===== src/ooo_core_pkg.sv =====
`default_nettype none

package ooo_core_pkg;

    localparam int XLEN       = 32;                  // Data and PC width
    localparam int ILEN       = 32;                  // Instruction width
    localparam int ROB_DEPTH  = 16;                  // Reorder buffer entries
    localparam int TAG_W      = $clog2(ROB_DEPTH);   // Entry index width
    localparam int REG_W      = 5;                   // Architectural register index
    localparam int MUL_STAGES = 3;                   // Multiplier pipeline depth

    // RISC-V major opcodes handled by this back end
    localparam logic [6:0] OPC_OP     = 7'b0110011;  // Register-register ops
    localparam logic [6:0] OPC_OP_IMM = 7'b0010011;  // Register-immediate ops

    localparam logic [6:0] FUNCT7_MUL = 7'b0000001;  // M extension group
    localparam logic [6:0] FUNCT7_ALT = 7'b0100000;  // SUB selector

    typedef logic [XLEN-1:0]  xlen_t;                // Operand or result word
    typedef logic [ILEN-1:0]  inst_t;                // Raw instruction word
    typedef logic [TAG_W-1:0] rob_tag_t;             // Buffer slot index
    typedef logic [TAG_W:0]   rob_cnt_t;             // Occupancy 0 to ROB_DEPTH
    typedef logic [REG_W-1:0] reg_idx_t;             // rd / rs index

    typedef enum logic [2:0] {
        ADD,                                         // a + b
        SUB,                                         // a - b
        AND,                                         // Bitwise and
        OR,                                          // Bitwise or
        XOR,                                         // Bitwise xor
        SLT                                          // Signed less than
    } alu_op_t;

    // Life of one buffer slot
    typedef enum logic [1:0] {
        FREE,                                        // Unallocated
        BUSY,                                        // Waiting for writeback
        DONE                                         // Result present
    } entry_state_t;

endpackage

`default_nettype wire


===== src/rob_if.sv =====
`timescale 1ns/1ps
`default_nettype none

// Allocation bundle from decode into the buffer
interface dispatch_if;
    logic                     valid;                 // New entry this cycle
    ooo_core_pkg::rob_tag_t   tag;                   // Slot to allocate
    ooo_core_pkg::reg_idx_t   dest;                  // rd field
    logic                     reg_write;             // Low for x0
    logic                     exc;                   // Illegal instruction

    modport dec (output valid, tag, dest, reg_write, exc);
    modport rob (input  valid, tag, dest, reg_write, exc);
endinterface

// Tagged result from an execute unit
interface wb_if;
    logic                     valid;                 // Result strobe
    ooo_core_pkg::rob_tag_t   tag;                   // Owning slot
    ooo_core_pkg::xlen_t      value;                 // Computed result

    modport unit (output valid, tag, value);
    modport rob  (input  valid, tag, value);
endinterface

`default_nettype wire


===== src/inst_decode.sv =====
`timescale 1ns/1ps
`default_nettype none

module inst_decode (
    input  logic                    clk,
    input  logic                    rst,
    input  logic                    flush,
    input  ooo_core_pkg::inst_t     inst,
    input  ooo_core_pkg::xlen_t     a,
    input  ooo_core_pkg::xlen_t     b,
    input  logic                    stall,
    dispatch_if.dec                 disp,
    output logic                    alu_valid,
    output ooo_core_pkg::alu_op_t   alu_op,
    output ooo_core_pkg::xlen_t     alu_a,
    output ooo_core_pkg::xlen_t     alu_b,
    output logic                    mul_valid,
    output ooo_core_pkg::xlen_t     mul_a,
    output ooo_core_pkg::xlen_t     mul_b,
    output ooo_core_pkg::rob_tag_t  issue_tag
);

    logic [6:0]               opcode;
    logic [2:0]               funct3;
    logic [6:0]               funct7;
    ooo_core_pkg::xlen_t      imm;                   // I-type immediate, sign extended
    logic                     is_op, is_imm;
    logic                     to_mul, to_alu, f3_ok, illegal;
    logic                     accept;
    ooo_core_pkg::alu_op_t    op_sel;
    ooo_core_pkg::rob_tag_t   tail;                  // Next slot to hand out

    logic                     disp_vld_q;
    ooo_core_pkg::rob_tag_t   tag_q;
    ooo_core_pkg::reg_idx_t   dest_q;
    logic                     rw_q, exc_q;
    ooo_core_pkg::xlen_t      opa_q, opb_q;

    assign opcode = inst[6:0];
    assign funct3 = inst[14:12];
    assign funct7 = inst[31:25];
    assign imm    = {{20{inst[31]}}, inst[31:20]};
    assign is_op  = (opcode == ooo_core_pkg::OPC_OP);
    assign is_imm = (opcode == ooo_core_pkg::OPC_OP_IMM);

    always_comb begin
        f3_ok  = 1'b1;
        op_sel = ooo_core_pkg::ADD;
        case (funct3)
            3'b000: op_sel = (is_op && funct7 == ooo_core_pkg::FUNCT7_ALT) ?
                             ooo_core_pkg::SUB : ooo_core_pkg::ADD;  // No SUBI form
            3'b010: op_sel = ooo_core_pkg::SLT;
            3'b100: op_sel = ooo_core_pkg::XOR;
            3'b110: op_sel = ooo_core_pkg::OR;
            3'b111: op_sel = ooo_core_pkg::AND;
            default: f3_ok = 1'b0;                   // Shifts and SLTU not built
        endcase
    end

    assign to_mul  = is_op && (funct7 == ooo_core_pkg::FUNCT7_MUL);
    assign to_alu  = ((is_op && !to_mul) || is_imm) && f3_ok;
    assign illegal = !to_mul && !to_alu;             // Goes to the buffer only
    assign accept  = (inst != '0) && !stall && !flush;  // Bubbles never allocate

    always_ff @(posedge clk) begin
        if (rst || flush) begin
            tail       <= '0;
            disp_vld_q <= 1'b0;
            alu_valid  <= 1'b0;
            mul_valid  <= 1'b0;
        end else begin
            disp_vld_q <= accept;
            alu_valid  <= accept && to_alu;
            mul_valid  <= accept && to_mul;
            if (accept) begin
                tail <= tail + 1'b1;                 // Wraps with the buffer
            end
        end
    end

    always_ff @(posedge clk) begin
        if (accept) begin
            tag_q  <= tail;
            dest_q <= inst[11:7];
            rw_q   <= (inst[11:7] != '0);            // x0 is never written
            exc_q  <= illegal;
            alu_op <= op_sel;
            opa_q  <= a;
            opb_q  <= is_imm ? imm : b;              // Immediate replaces rs2
        end
    end

    assign disp.valid     = disp_vld_q;
    assign disp.tag       = tag_q;
    assign disp.dest      = dest_q;
    assign disp.reg_write = rw_q;
    assign disp.exc       = exc_q;

    assign issue_tag = tag_q;                        // Same slot for either unit
    assign alu_a     = opa_q;
    assign alu_b     = opb_q;
    assign mul_a     = opa_q;
    assign mul_b     = opb_q;

endmodule

`default_nettype wire


===== src/alu_unit.sv =====
`timescale 1ns/1ps
`default_nettype none

module alu_unit (
    input  logic                    clk,
    input  logic                    rst,
    input  logic                    flush,
    input  logic                    in_valid,
    input  ooo_core_pkg::alu_op_t   op,
    input  ooo_core_pkg::rob_tag_t  tag,
    input  ooo_core_pkg::xlen_t     a,
    input  ooo_core_pkg::xlen_t     b,
    wb_if.unit                      wb
);

    ooo_core_pkg::xlen_t     result;
    ooo_core_pkg::xlen_t     value_q;
    ooo_core_pkg::rob_tag_t  tag_q;
    logic                    valid_q;

    always_comb begin
        result = '0;
        case (op)
            ooo_core_pkg::ADD: result = a + b;
            ooo_core_pkg::SUB: result = a - b;
            ooo_core_pkg::AND: result = a & b;
            ooo_core_pkg::OR:  result = a | b;
            ooo_core_pkg::XOR: result = a ^ b;
            ooo_core_pkg::SLT: result[0] = ($signed(a) < $signed(b));  // 0 or 1
            default:           result = '0;
        endcase
    end

    always_ff @(posedge clk) begin
        if (rst || flush) begin
            valid_q <= 1'b0;                         // Drop the in-flight result
        end else begin
            valid_q <= in_valid;
        end
    end

    always_ff @(posedge clk) begin
        if (in_valid) begin
            value_q <= result;
            tag_q   <= tag;
        end
    end

    assign wb.valid = valid_q;
    assign wb.tag   = tag_q;
    assign wb.value = value_q;

endmodule

`default_nettype wire


===== src/mul_unit.sv =====
`timescale 1ns/1ps
`default_nettype none

module mul_unit (
    input  logic                    clk,
    input  logic                    rst,
    input  logic                    flush,
    input  logic                    in_valid,
    input  ooo_core_pkg::rob_tag_t  tag,
    input  ooo_core_pkg::xlen_t     a,
    input  ooo_core_pkg::xlen_t     b,
    wb_if.unit                      wb
);

    localparam int STG = ooo_core_pkg::MUL_STAGES;

    logic [STG-1:0]          vld;                    // One valid per stage
    ooo_core_pkg::rob_tag_t  tag_q [STG];            // Tag follows its operands

    ooo_core_pkg::xlen_t     ll_full, lh_full, hl_full;
    ooo_core_pkg::xlen_t     s1_ll;                  // Low x low
    logic [15:0]             s1_lh, s1_hl;           // Cross terms, low half only
    ooo_core_pkg::xlen_t     s2_ll;
    logic [15:0]             s2_cross;               // Summed cross terms
    ooo_core_pkg::xlen_t     s3_prod;                // Low word of a * b

    // 16x16 partial products, high x high never reaches the low word
    assign ll_full = a[15:0]  * b[15:0];
    assign lh_full = a[15:0]  * b[31:16];
    assign hl_full = a[31:16] * b[15:0];

    always_ff @(posedge clk) begin
        if (rst || flush) begin
            vld <= '0;                               // Kill every stage
        end else begin
            vld <= {vld[STG-2:0], in_valid};
        end
    end

    always_ff @(posedge clk) begin
        tag_q[0] <= tag;
        for (int i = 1; i < STG; i++) begin
            tag_q[i] <= tag_q[i-1];
        end
        s1_ll    <= ll_full;                         // Stage 1
        s1_lh    <= lh_full[15:0];
        s1_hl    <= hl_full[15:0];
        s2_ll    <= s1_ll;                           // Stage 2
        s2_cross <= s1_lh + s1_hl;                   // Carry out is above bit 31
        s3_prod  <= s2_ll + {s2_cross, 16'h0000};    // Stage 3
    end

    assign wb.valid = vld[STG-1];
    assign wb.tag   = tag_q[STG-1];
    assign wb.value = s3_prod;

endmodule

`default_nettype wire


===== src/reorder_buffer.sv =====
`timescale 1ns/1ps
`default_nettype none

module reorder_buffer (
    input  logic                    clk,
    input  logic                    rst,
    dispatch_if.rob                 disp,
    wb_if.rob                       alu_wb,
    wb_if.rob                       mul_wb,
    output logic                    commit_valid,
    output ooo_core_pkg::reg_idx_t  commit_dest,
    output ooo_core_pkg::xlen_t     commit_value,
    output logic                    commit_reg_write,
    output logic                    exception_sig,
    output logic                    flush,
    output logic                    stall
);

    localparam int DEPTH = ooo_core_pkg::ROB_DEPTH;

    ooo_core_pkg::entry_state_t  state   [DEPTH];    // Per-slot FSM
    logic                        exc_q   [DEPTH];
    ooo_core_pkg::reg_idx_t      dest_q  [DEPTH];
    logic                        rw_q    [DEPTH];
    ooo_core_pkg::xlen_t         value_q [DEPTH];

    ooo_core_pkg::rob_tag_t      head;               // Oldest live slot
    ooo_core_pkg::rob_cnt_t      count;              // Non-FREE slots
    ooo_core_pkg::rob_cnt_t      count_next;

    logic alloc;
    logic alu_done, mul_done;
    logic head_done, head_exc, do_commit;

    // Everything arriving in the flush cycle is stale
    assign alloc    = disp.valid && !flush;
    assign alu_done = alu_wb.valid && !flush;
    assign mul_done = mul_wb.valid && !flush;

    assign head_done = (state[head] == ooo_core_pkg::DONE);
    assign head_exc  = head_done && exc_q[head];     // Retire as exception
    assign do_commit = head_done && !exc_q[head];    // Normal in-order retire

    always_comb begin
        count_next = count;
        if (alloc) begin
            count_next = count_next + 1'b1;
        end
        if (do_commit) begin
            count_next = count_next - 1'b1;
        end
    end

    // Room must remain for the entry already sitting on dispatch
    assign stall = (count + ooo_core_pkg::rob_cnt_t'(disp.valid))
                   >= ooo_core_pkg::rob_cnt_t'(DEPTH);

    always_ff @(posedge clk) begin
        if (rst) begin
            head          <= '0;
            count         <= '0;
            commit_valid  <= 1'b0;
            exception_sig <= 1'b0;
            for (int i = 0; i < DEPTH; i++) begin
                state[i] <= ooo_core_pkg::FREE;
            end
        end else if (head_exc) begin
            head          <= '0;                     // Decode rewinds tail on flush
            count         <= '0;
            commit_valid  <= 1'b0;
            exception_sig <= 1'b1;
            for (int i = 0; i < DEPTH; i++) begin
                state[i] <= ooo_core_pkg::FREE;      // Younger work discarded
            end
        end else begin
            commit_valid  <= do_commit;
            exception_sig <= 1'b0;
            count         <= count_next;
            if (alloc) begin
                state[disp.tag] <= disp.exc ? ooo_core_pkg::DONE : ooo_core_pkg::BUSY;
            end
            if (alu_done) begin
                state[alu_wb.tag] <= ooo_core_pkg::DONE;
            end
            if (mul_done) begin
                state[mul_wb.tag] <= ooo_core_pkg::DONE;  // Tags differ from ALU
            end
            if (do_commit) begin
                state[head] <= ooo_core_pkg::FREE;
                head        <= head + 1'b1;
            end
        end
    end

    // Slot payload and commit data
    always_ff @(posedge clk) begin
        if (alloc) begin
            exc_q[disp.tag]  <= disp.exc;
            dest_q[disp.tag] <= disp.dest;
            rw_q[disp.tag]   <= disp.reg_write;
        end
        if (alu_done) begin
            value_q[alu_wb.tag] <= alu_wb.value;
        end
        if (mul_done) begin
            value_q[mul_wb.tag] <= mul_wb.value;
        end
        if (do_commit) begin
            commit_dest      <= dest_q[head];
            commit_value     <= value_q[head];
            commit_reg_write <= rw_q[head];
        end
    end

    assign flush = exception_sig;                    // One cycle, same as the pulse

endmodule

`default_nettype wire


===== src/ooo_backend_top.sv =====
`timescale 1ns/1ps
`default_nettype none

module ooo_backend_top (
    input  logic                    clk,
    input  logic                    rst,
    input  ooo_core_pkg::inst_t     inst,
    input  ooo_core_pkg::xlen_t     pc,              // Kept for port compatibility
    input  ooo_core_pkg::xlen_t     src_a,
    input  ooo_core_pkg::xlen_t     src_b,
    output logic                    stall,
    output logic                    commit_valid,
    output ooo_core_pkg::reg_idx_t  commit_dest,
    output ooo_core_pkg::xlen_t     commit_value,
    output logic                    commit_reg_write,
    output logic                    exception_sig
);

    logic                    flush;
    logic                    alu_valid, mul_valid;
    ooo_core_pkg::alu_op_t   alu_op;
    ooo_core_pkg::xlen_t     alu_a, alu_b;
    ooo_core_pkg::xlen_t     mul_a, mul_b;
    ooo_core_pkg::rob_tag_t  issue_tag;

    dispatch_if disp_bus ();
    wb_if       alu_wb_bus ();
    wb_if       mul_wb_bus ();

    inst_decode u_decode (
        .clk       (clk),
        .rst       (rst),
        .flush     (flush),
        .inst      (inst),
        .a         (src_a),
        .b         (src_b),
        .stall     (stall),
        .disp      (disp_bus.dec),
        .alu_valid (alu_valid),
        .alu_op    (alu_op),
        .alu_a     (alu_a),
        .alu_b     (alu_b),
        .mul_valid (mul_valid),
        .mul_a     (mul_a),
        .mul_b     (mul_b),
        .issue_tag (issue_tag)
    );

    alu_unit u_alu (
        .clk      (clk),
        .rst      (rst),
        .flush    (flush),
        .in_valid (alu_valid),
        .op       (alu_op),
        .tag      (issue_tag),
        .a        (alu_a),
        .b        (alu_b),
        .wb       (alu_wb_bus.unit)
    );

    mul_unit u_mul (
        .clk      (clk),
        .rst      (rst),
        .flush    (flush),
        .in_valid (mul_valid),
        .tag      (issue_tag),
        .a        (mul_a),
        .b        (mul_b),
        .wb       (mul_wb_bus.unit)
    );

    reorder_buffer u_rob (
        .clk              (clk),
        .rst              (rst),
        .disp             (disp_bus.rob),
        .alu_wb           (alu_wb_bus.rob),
        .mul_wb           (mul_wb_bus.rob),
        .commit_valid     (commit_valid),
        .commit_dest      (commit_dest),
        .commit_value     (commit_value),
        .commit_reg_write (commit_reg_write),
        .exception_sig    (exception_sig),
        .flush            (flush),
        .stall            (stall)
    );

endmodule

`default_nettype wire


===== config.mk =====
export PLATFORM = sky130hd
export DESIGN_NAME = ooo_backend_top
export DESIGN_NICKNAME = d
export VERILOG_FILES = /design/src/ooo_core_pkg.sv /design/src/rob_if.sv /design/src/inst_decode.sv /design/src/alu_unit.sv /design/src/mul_unit.sv /design/src/reorder_buffer.sv /design/src/ooo_backend_top.sv
export SDC_FILE = /design/constraint.sdc
export NUM_CORES = 2
export LEC_CHECK = 0
export BUFFER_PORTS_ARGS = -buffer_cell sky130_fd_sc_hd__clkbuf_2
export CAP_MARGIN = 40
export CORE_MARGIN = 4
export CORE_UTILIZATION = 55
export CTS_CLUSTER_DIAMETER = 150
export CTS_CLUSTER_SIZE = 10
export DETAILED_ROUTE_END_ITERATION = 12
export PLACE_DENSITY_LB_ADDON = 0.1
export SLEW_MARGIN = 20
export SYNTH_ARGS = -nofsm -noshare
export SYNTH_HDL_FRONTEND = slang
export SYNTH_SLANG_ARGS = --single-unit
export TNS_END_PERCENT = 1

===== constraint.sdc =====
create_clock -name clk -period 8.7 [get_ports clk]
set_input_delay 0.87 -clock clk [delete_from_list [all_inputs] [get_ports clk]]
set_output_delay 0.87 -clock clk [all_outputs]
set_load 0.05 [all_outputs]

== Word level (Yosys, flattened, before mapping) ==
Memories as Yosys holds them, arrays and structs flattened. A register that Yosys moved wholly into a read port is not among the register bits.
Cells that the tools add are included.

* $add $sub $neg: 9
* Multipliers: 3
* $lt $le $gt $ge: 2
* Equal/unequal tests: 14
* Mux-type cells: 65
* Bitwise logic cells: 19
* Reductions and logical operators: 31

{| class="wikitable"
|+ Operators with widths
! operator !! number
|-
| case mux 31 bit (5 select lines) || 1
|-
| adder 32 bit || 2
|-
| 2-to-1 mux 2 bit || 21
|-
| AND 32 bit || 1
|-
| < comparator 32 bit || 1
|-
| multiplier 16 x 16 -> 16 bit || 2
|-
| multiplier 16 x 16 -> 32 bit || 1
|-
| 2-to-1 mux 32 bit || 1
|-
| 2-to-1 mux 4 bit || 8
|-
| OR 32 bit || 1
|-
| nonzero test 32 bit || 1
|-
| subtractor 32 bit || 1
|-
| bitwise XOR 32 bit || 1
|-
| 2-to-1 mux 1 bit || 30
|-
| adder 16 bit || 1
|-
| OR 1 bit || 16
|-
| == test 3 bit, second input constant || 5
|-
| case mux 3 bit (5 select lines) || 1
|-
| == test 7 x 6 -> 1 bit, second input constant || 2
|-
| logical AND 1 bit || 14
|-
| 2-to-1 mux 5 bit || 2
|-
| OR reduction 2 bit || 5
|-
| == test 3 x 2 -> 1 bit, second input constant || 3
|-
| adder 4 x 1 -> 4 bit, second input constant || 2
|-
| other kinds (14) || 20
|}

* Register bits after elaboration: 280
* RAM bits: 668
* Input port bits: 130
* Output and inout bits: 41
* Logic and storage cells: 174
* Memories kept: 6

{| class="wikitable"
|+ Memories
! memory !! words !! bits a word !! rd ports !! clocked after memory_dff !! wr ports !! RTL line !! text
|-
| u_rob.value_q || 16 || 32 || 1 || 1 || 2 || reorder_buffer.sv:25 || <nowiki>ooo_core_pkg::xlen_t value_q [DEPTH];</nowiki>
|-
| u_rob.dest_q || 16 || 5 || 1 || 1 || 1 || reorder_buffer.sv:23 || <nowiki>ooo_core_pkg::reg_idx_t dest_q [DEPTH];</nowiki>
|-
| u_rob.state || 16 || 2 || 1 || 1 || 16 || reorder_buffer.sv:21 || <nowiki>ooo_core_pkg::entry_state_t state [DEPTH];</nowiki>
|-
| u_rob.exc_q || 16 || 1 || 1 || 1 || 1 || reorder_buffer.sv:22 || <nowiki>logic exc_q [DEPTH];</nowiki>
|-
| u_rob.rw_q || 16 || 1 || 1 || 1 || 1 || reorder_buffer.sv:24 || <nowiki>logic rw_q [DEPTH];</nowiki>
|-
| u_mul.tag_q || 3 || 4 || 3 || 0 || 3 || mul_unit.sv:18 || <nowiki>ooo_core_pkg::rob_tag_t tag_q [STG];</nowiki>
|}

== Longest topological paths before layout ==
* Depth in word-level cells: 8
* Gate-level depth with buffers: 26
* Depth with buffers taken out: 25

== Modules after synthesis ==
Synthesis repeated with hierarchy kept, for this count alone.

* Cells, all modules: 5277
* Area, all modules: 64564.4 um^2

{| class="wikitable"
|+ By module, submodules not included
! module !! instances !! cells each !! area each (um^2) !! sequential area each (um^2)
|-
| reorder_buffer || 1 || 1897 || 33668.5 || 20820.0
|-
| mul_unit || 1 || 2274 || 20845.0 || 3183.1
|-
| alu_unit || 1 || 847 || 6329.8 || 1101.1
|-
| inst_decode || 1 || 259 || 3721.1 || 2482.4
|}

== Least setup slack after synthesis ==
Ideal clock, no wire load.

* Path kind: flip-flop to flip-flop
* Start: register u_decode.opb_q[1] (netlist: u_decode.alu_b[1])
* End: register u_mul.s1_ll[30]
* Library setup time: 0.123 ns
* Data arrival time: 6.099 ns
* Data required time: 8.577 ns
* Path slack: 2.478 ns
* Cell stages (with the launch flop): 23
* Path buffers: 2
* Clock period less this slack: 6.222 ns
* Cells stage by stage: edfxtp_1 -> clkbuf_1 -> buf_1 -> nand2_1 -> fa_1 -> fa_1 -> fa_1 -> fa_1 -> inv_1 -> fa_1 -> inv_1 -> fa_1 -> inv_1 -> ha_1 -> a21oi_1 -> nand2b_1 -> a211oi_1 -> nor3_2 -> o31ai_1 -> o221a_2 -> a211oi_1 -> a21oi_1 -> xor2_1

* Cells in the longest elaborated chain, start to end: 1

{| class="wikitable"
|+ RTL lines
! what !! RTL line !! text
|-
| start, declared || inst_decode.sv:37 || <nowiki>ooo_core_pkg::xlen_t opa_q, opb_q;</nowiki>
|-
| start signal, assigned || inst_decode.sv:89 || <nowiki>opb_q <= is_imm ? imm : b;</nowiki>
|-
| multiplier 16 x 16 -> 32 bit || mul_unit.sv:28 || <nowiki>assign ll_full = a[15:0] * b[15:0];</nowiki>
|-
| named net u_mul.ll_full[30] || mul_unit.sv:20 || <nowiki>ooo_core_pkg::xlen_t ll_full, lh_full, hl_full;</nowiki>
|-
| end signal, assigned || mul_unit.sv:45 || <nowiki>s1_ll <= ll_full;</nowiki>
|-
| end, declared || mul_unit.sv:21 || <nowiki>ooo_core_pkg::xlen_t s1_ll;</nowiki>
|}

The timed path passes the listed nets, and every way through them passes these cells.
A chain may end at the register's enable or synchronous reset.

== Worst setup path in the final report ==
* Start: register u_decode.opb_q[2] (netlist: u_decode.alu_b[2])
* End: register u_mul.s1_ll[30]

The elaborated chain is that of the path after synthesis.

==> flow_metrics.env <==
export IMPL_htree_levels=3
export IMPL_hpwl_um=117000
export IMPL_drv_slew=0
export IMPL_critPathCaptureType="flip-flop"
export IMPL_seq_area_frac_synth_pct=44.2
export IMPL_required_ns=9.29
export IMPL_hold_viol=0
export IMPL_grt_pass1_vias=40900
export IMPL_routedWlPerCell_um=26.3
export IMPL_gp_congestion=0.954
export IMPL_path_clk_slew_ns=0.06
export IMPL_die_area_um2=119000
export IMPL_grt_overflow_total=0
export IMPL_rsz0062_at_grt="false"
export IMPL_io_pins=171
export IMPL_seqCellArea_um2=27600
export IMPL_crit_fanout=13
export IMPL_viasPerCell=6.05
export IMPL_synth_nets=5913
export IMPL_startpoint_type="flip-flop"
export IMPL_cts_sinks=990
export IMPL_drv_cap=0
export IMPL_start_util_pct=55.4
export IMPL_area_delta_synth_final_pct=9.50
export IMPL_die_w_um=345
export IMPL_grt_max_degree=119
export IMPL_cp_arrival_ns=7.77
export IMPL_grtUsageTotal_pct=29.9
export IMPL_synth_ff_type="edfxtp_1"
export IMPL_fin_crit_sh_pct=82.6
export IMPL_cts_tree="built"
export IMPL_clockRootBuffer="clkbuf_16"
export IMPL_crit_type="reg2reg"
export IMPL_fmaxAchievable_ghz=0.139
export IMPL_vias=40800
export IMPL_antenna_found_initial=14
export IMPL_layout_commonest_cell="edfxtp_1"
export IMPL_ant_nets=0
export IMPL_status="completed"
export IMPL_synth_area_per_cell_um2=12.3
export IMPL_rows=123
export IMPL_synthArstFlopShare_pct=0
export IMPL_grt_pass1_wl_um=262000
export IMPL_final_min_clock_period_ns=7.18
export IMPL_die_y_um=345
export IMPL_synth_seq_cells=990
export IMPL_synth_edf_count=776
export IMPL_dr_pass1_iters=6
export IMPL_yosysWarnings=0
export IMPL_worstMarginPinSlew_ns=0.979
export IMPL_routed_wl_um=177000
export IMPL_cts_setup_buffers=0
export IMPL_cts_buffers_inserted=109
export IMPL_fin_nets=5972
export IMPL_ctsHoldBuffers=0
export IMPL_setup_violations=0
export IMPL_clk_latency_ns=0.73
export IMPL_slew_limit_headroom_pct=34.7
export IMPL_post_cts_resized=0
export IMPL_dr_first_iter_drc_count=3843
export IMPL_core_area_um2=113000
export IMPL_drcViolationCount=0
export IMPL_syn_area_um2=62400
export IMPL_io_buffers=138
export IMPL_synthCells=5090
export IMPL_finalSetupTns_ns=0
export IMPL_cts_max_path_buffers=3
export IMPL_hp_class="reg2reg"
export IMPL_multi_input_area_um2=31600
export IMPL_fillCellCount=9203
export IMPL_synth_cell_types=91
export IMPL_layout_drive_gt1_share_pct=22.3
export IMPL_fin_skew_ns=0.0761
export IMPL_final_cell_mix="edfxtp_1, inv_1, mux2_2"
Yosys cell counts, types with 25 or more instances:
library cell	instances	share of area, %
a21o_1	47	0.57
a21oi_1	149	1.2
buf_1	58	0.35
clkbuf_1	233	1.4
dfxtp_1	214	6.9
edfxtp_1	776	37
fa_1	358	11
ha_1	335	6.7
inv_1	604	3.6
mux2_2	523	9.4
mux4_2	195	7.0
nand2_1	400	2.4
nand2b_1	26	0.26
nor2_1	395	2.4
nor2b_1	25	0.25
nor3_1	45	0.36
o21ai_0	104	0.83
o21bai_1	38	0.46
xnor2_1	126	1.8
xor2_1	33	0.46
path summary, 6_finish.rpt:
check                                   start                       to  slack, ns  cells past startpoint
setup / recovery  u_decode.alu_b[2]$_DFFE_PP_  u_mul.s1_ll[30]$_DFF_P_       1.52                     21
setup reg to reg  u_decode.alu_b[2]$_DFFE_PP_  u_mul.s1_ll[30]$_DFF_P_       1.52                     21
hold reg to reg        u_mul.s1_ll[8]$_DFF_P_   u_mul.s2_ll[8]$_DFF_P_       0.29                      0
hold / removal         u_mul.s1_ll[8]$_DFF_P_   u_mul.s2_ll[8]$_DFF_P_       0.29                      0
critical path: stages (launching register included):
cell	delay (ns)
edfxtp_1	0.69
inv_1	0.79
nor2_1	0.12
ha_1	0.32
inv_1	0.05
fa_1	0.52
inv_1	0.05
fa_1	0.49
fa_1	0.52
fa_1	0.49
inv_1	0.05
fa_1	0.47
inv_1	0.04
ha_1	0.36
nand4_1	0.20
nor4_1	0.45
nor3_2	0.15
o31ai_1	0.49
o221a_2	0.32
a211oi_1	0.10
a21oi_1	0.18
xor2_1	0.18
layout make-up:
| cell class | instances | area share, % |
|---|---|---|
| multi-input combinational | 3170 | 46.2 |
| inverter | 620 | 3.40 |
| sequential | 990 | 40.4 |
| antenna | 4 | 0.0146 |
| timing repair buffer | 258 | 2.56 |
| tap | 1500 | 2.74 |
| clock inverter | 8 | 0.285 |
| clock buffer | 196 | 4.47 |
per-stage QoR:
step	instances	setup WS (ns)	area [um^2]	util [%]	hold slack, ns
final	6746	1.52	68400	60.7	0.293
after global routing	6742	1.23	68400	60.7	0.295
after CTS	6737	1.55	68300	60.6	0.286
after detailed placement	6533	1.62	65000	57.7	0.312
after global placement	6510	1.75	64800	57.5	0.310
after floorplan	5090	2.48	62400	-	0.310
layer usage:
layer	GRT usage, %	part of all wire (%)	vias to the layer above
li1	-	-	17900
met1	38.3	39	20700
met2	49.8	49	1760
met3	5.33	7.2	470
met4	13.7	5.5	10
met5	0	0.038	-
flip-flops by register name, indices dropped and copies added (netlist names), 4 cells and up, named ones only:
register	count
u_decode.tail	4
u_mul.s2_cross	16
u_rob.state	32
u_alu.wb.value	32
u_decode.alu_a	32
u_rob.value_q	512
u_rob.head	4
u_decode.disp.tag	4
u_mul.s1_ll	32
u_rob.count	5
u_rob.commit_value	32
u_mul.tag_q	12
u_rob.rw_q	16
u_rob.commit_dest	5
u_rob.dest_q	80
u_decode.alu_b	32
u_mul.s1_hl	16
u_mul.wb.value	32
u_alu.wb.tag	4
u_mul.s1_lh	16
u_decode.disp.dest	5
u_mul.s2_ll	32
u_rob.exc_q	16
kinds of logic (layout without fill, tap and decap cells):
kind of cell,count (synthesis),in the layout,synth area share [%]
compound gates,570,570,6.07
xor+xnor,159,159,2.23
fa+ha+maj,693,693,18.2
other cells,0,4,0
mux,732,732,16.7
simple gates,1016,1016,7.00
buf+inv,930,1082,5.64
flops,990,990,44.2
Power is left out: the tool's default activity adds up to more than one toggle a clock period on the data nets, which glitch-free logic cannot reach.
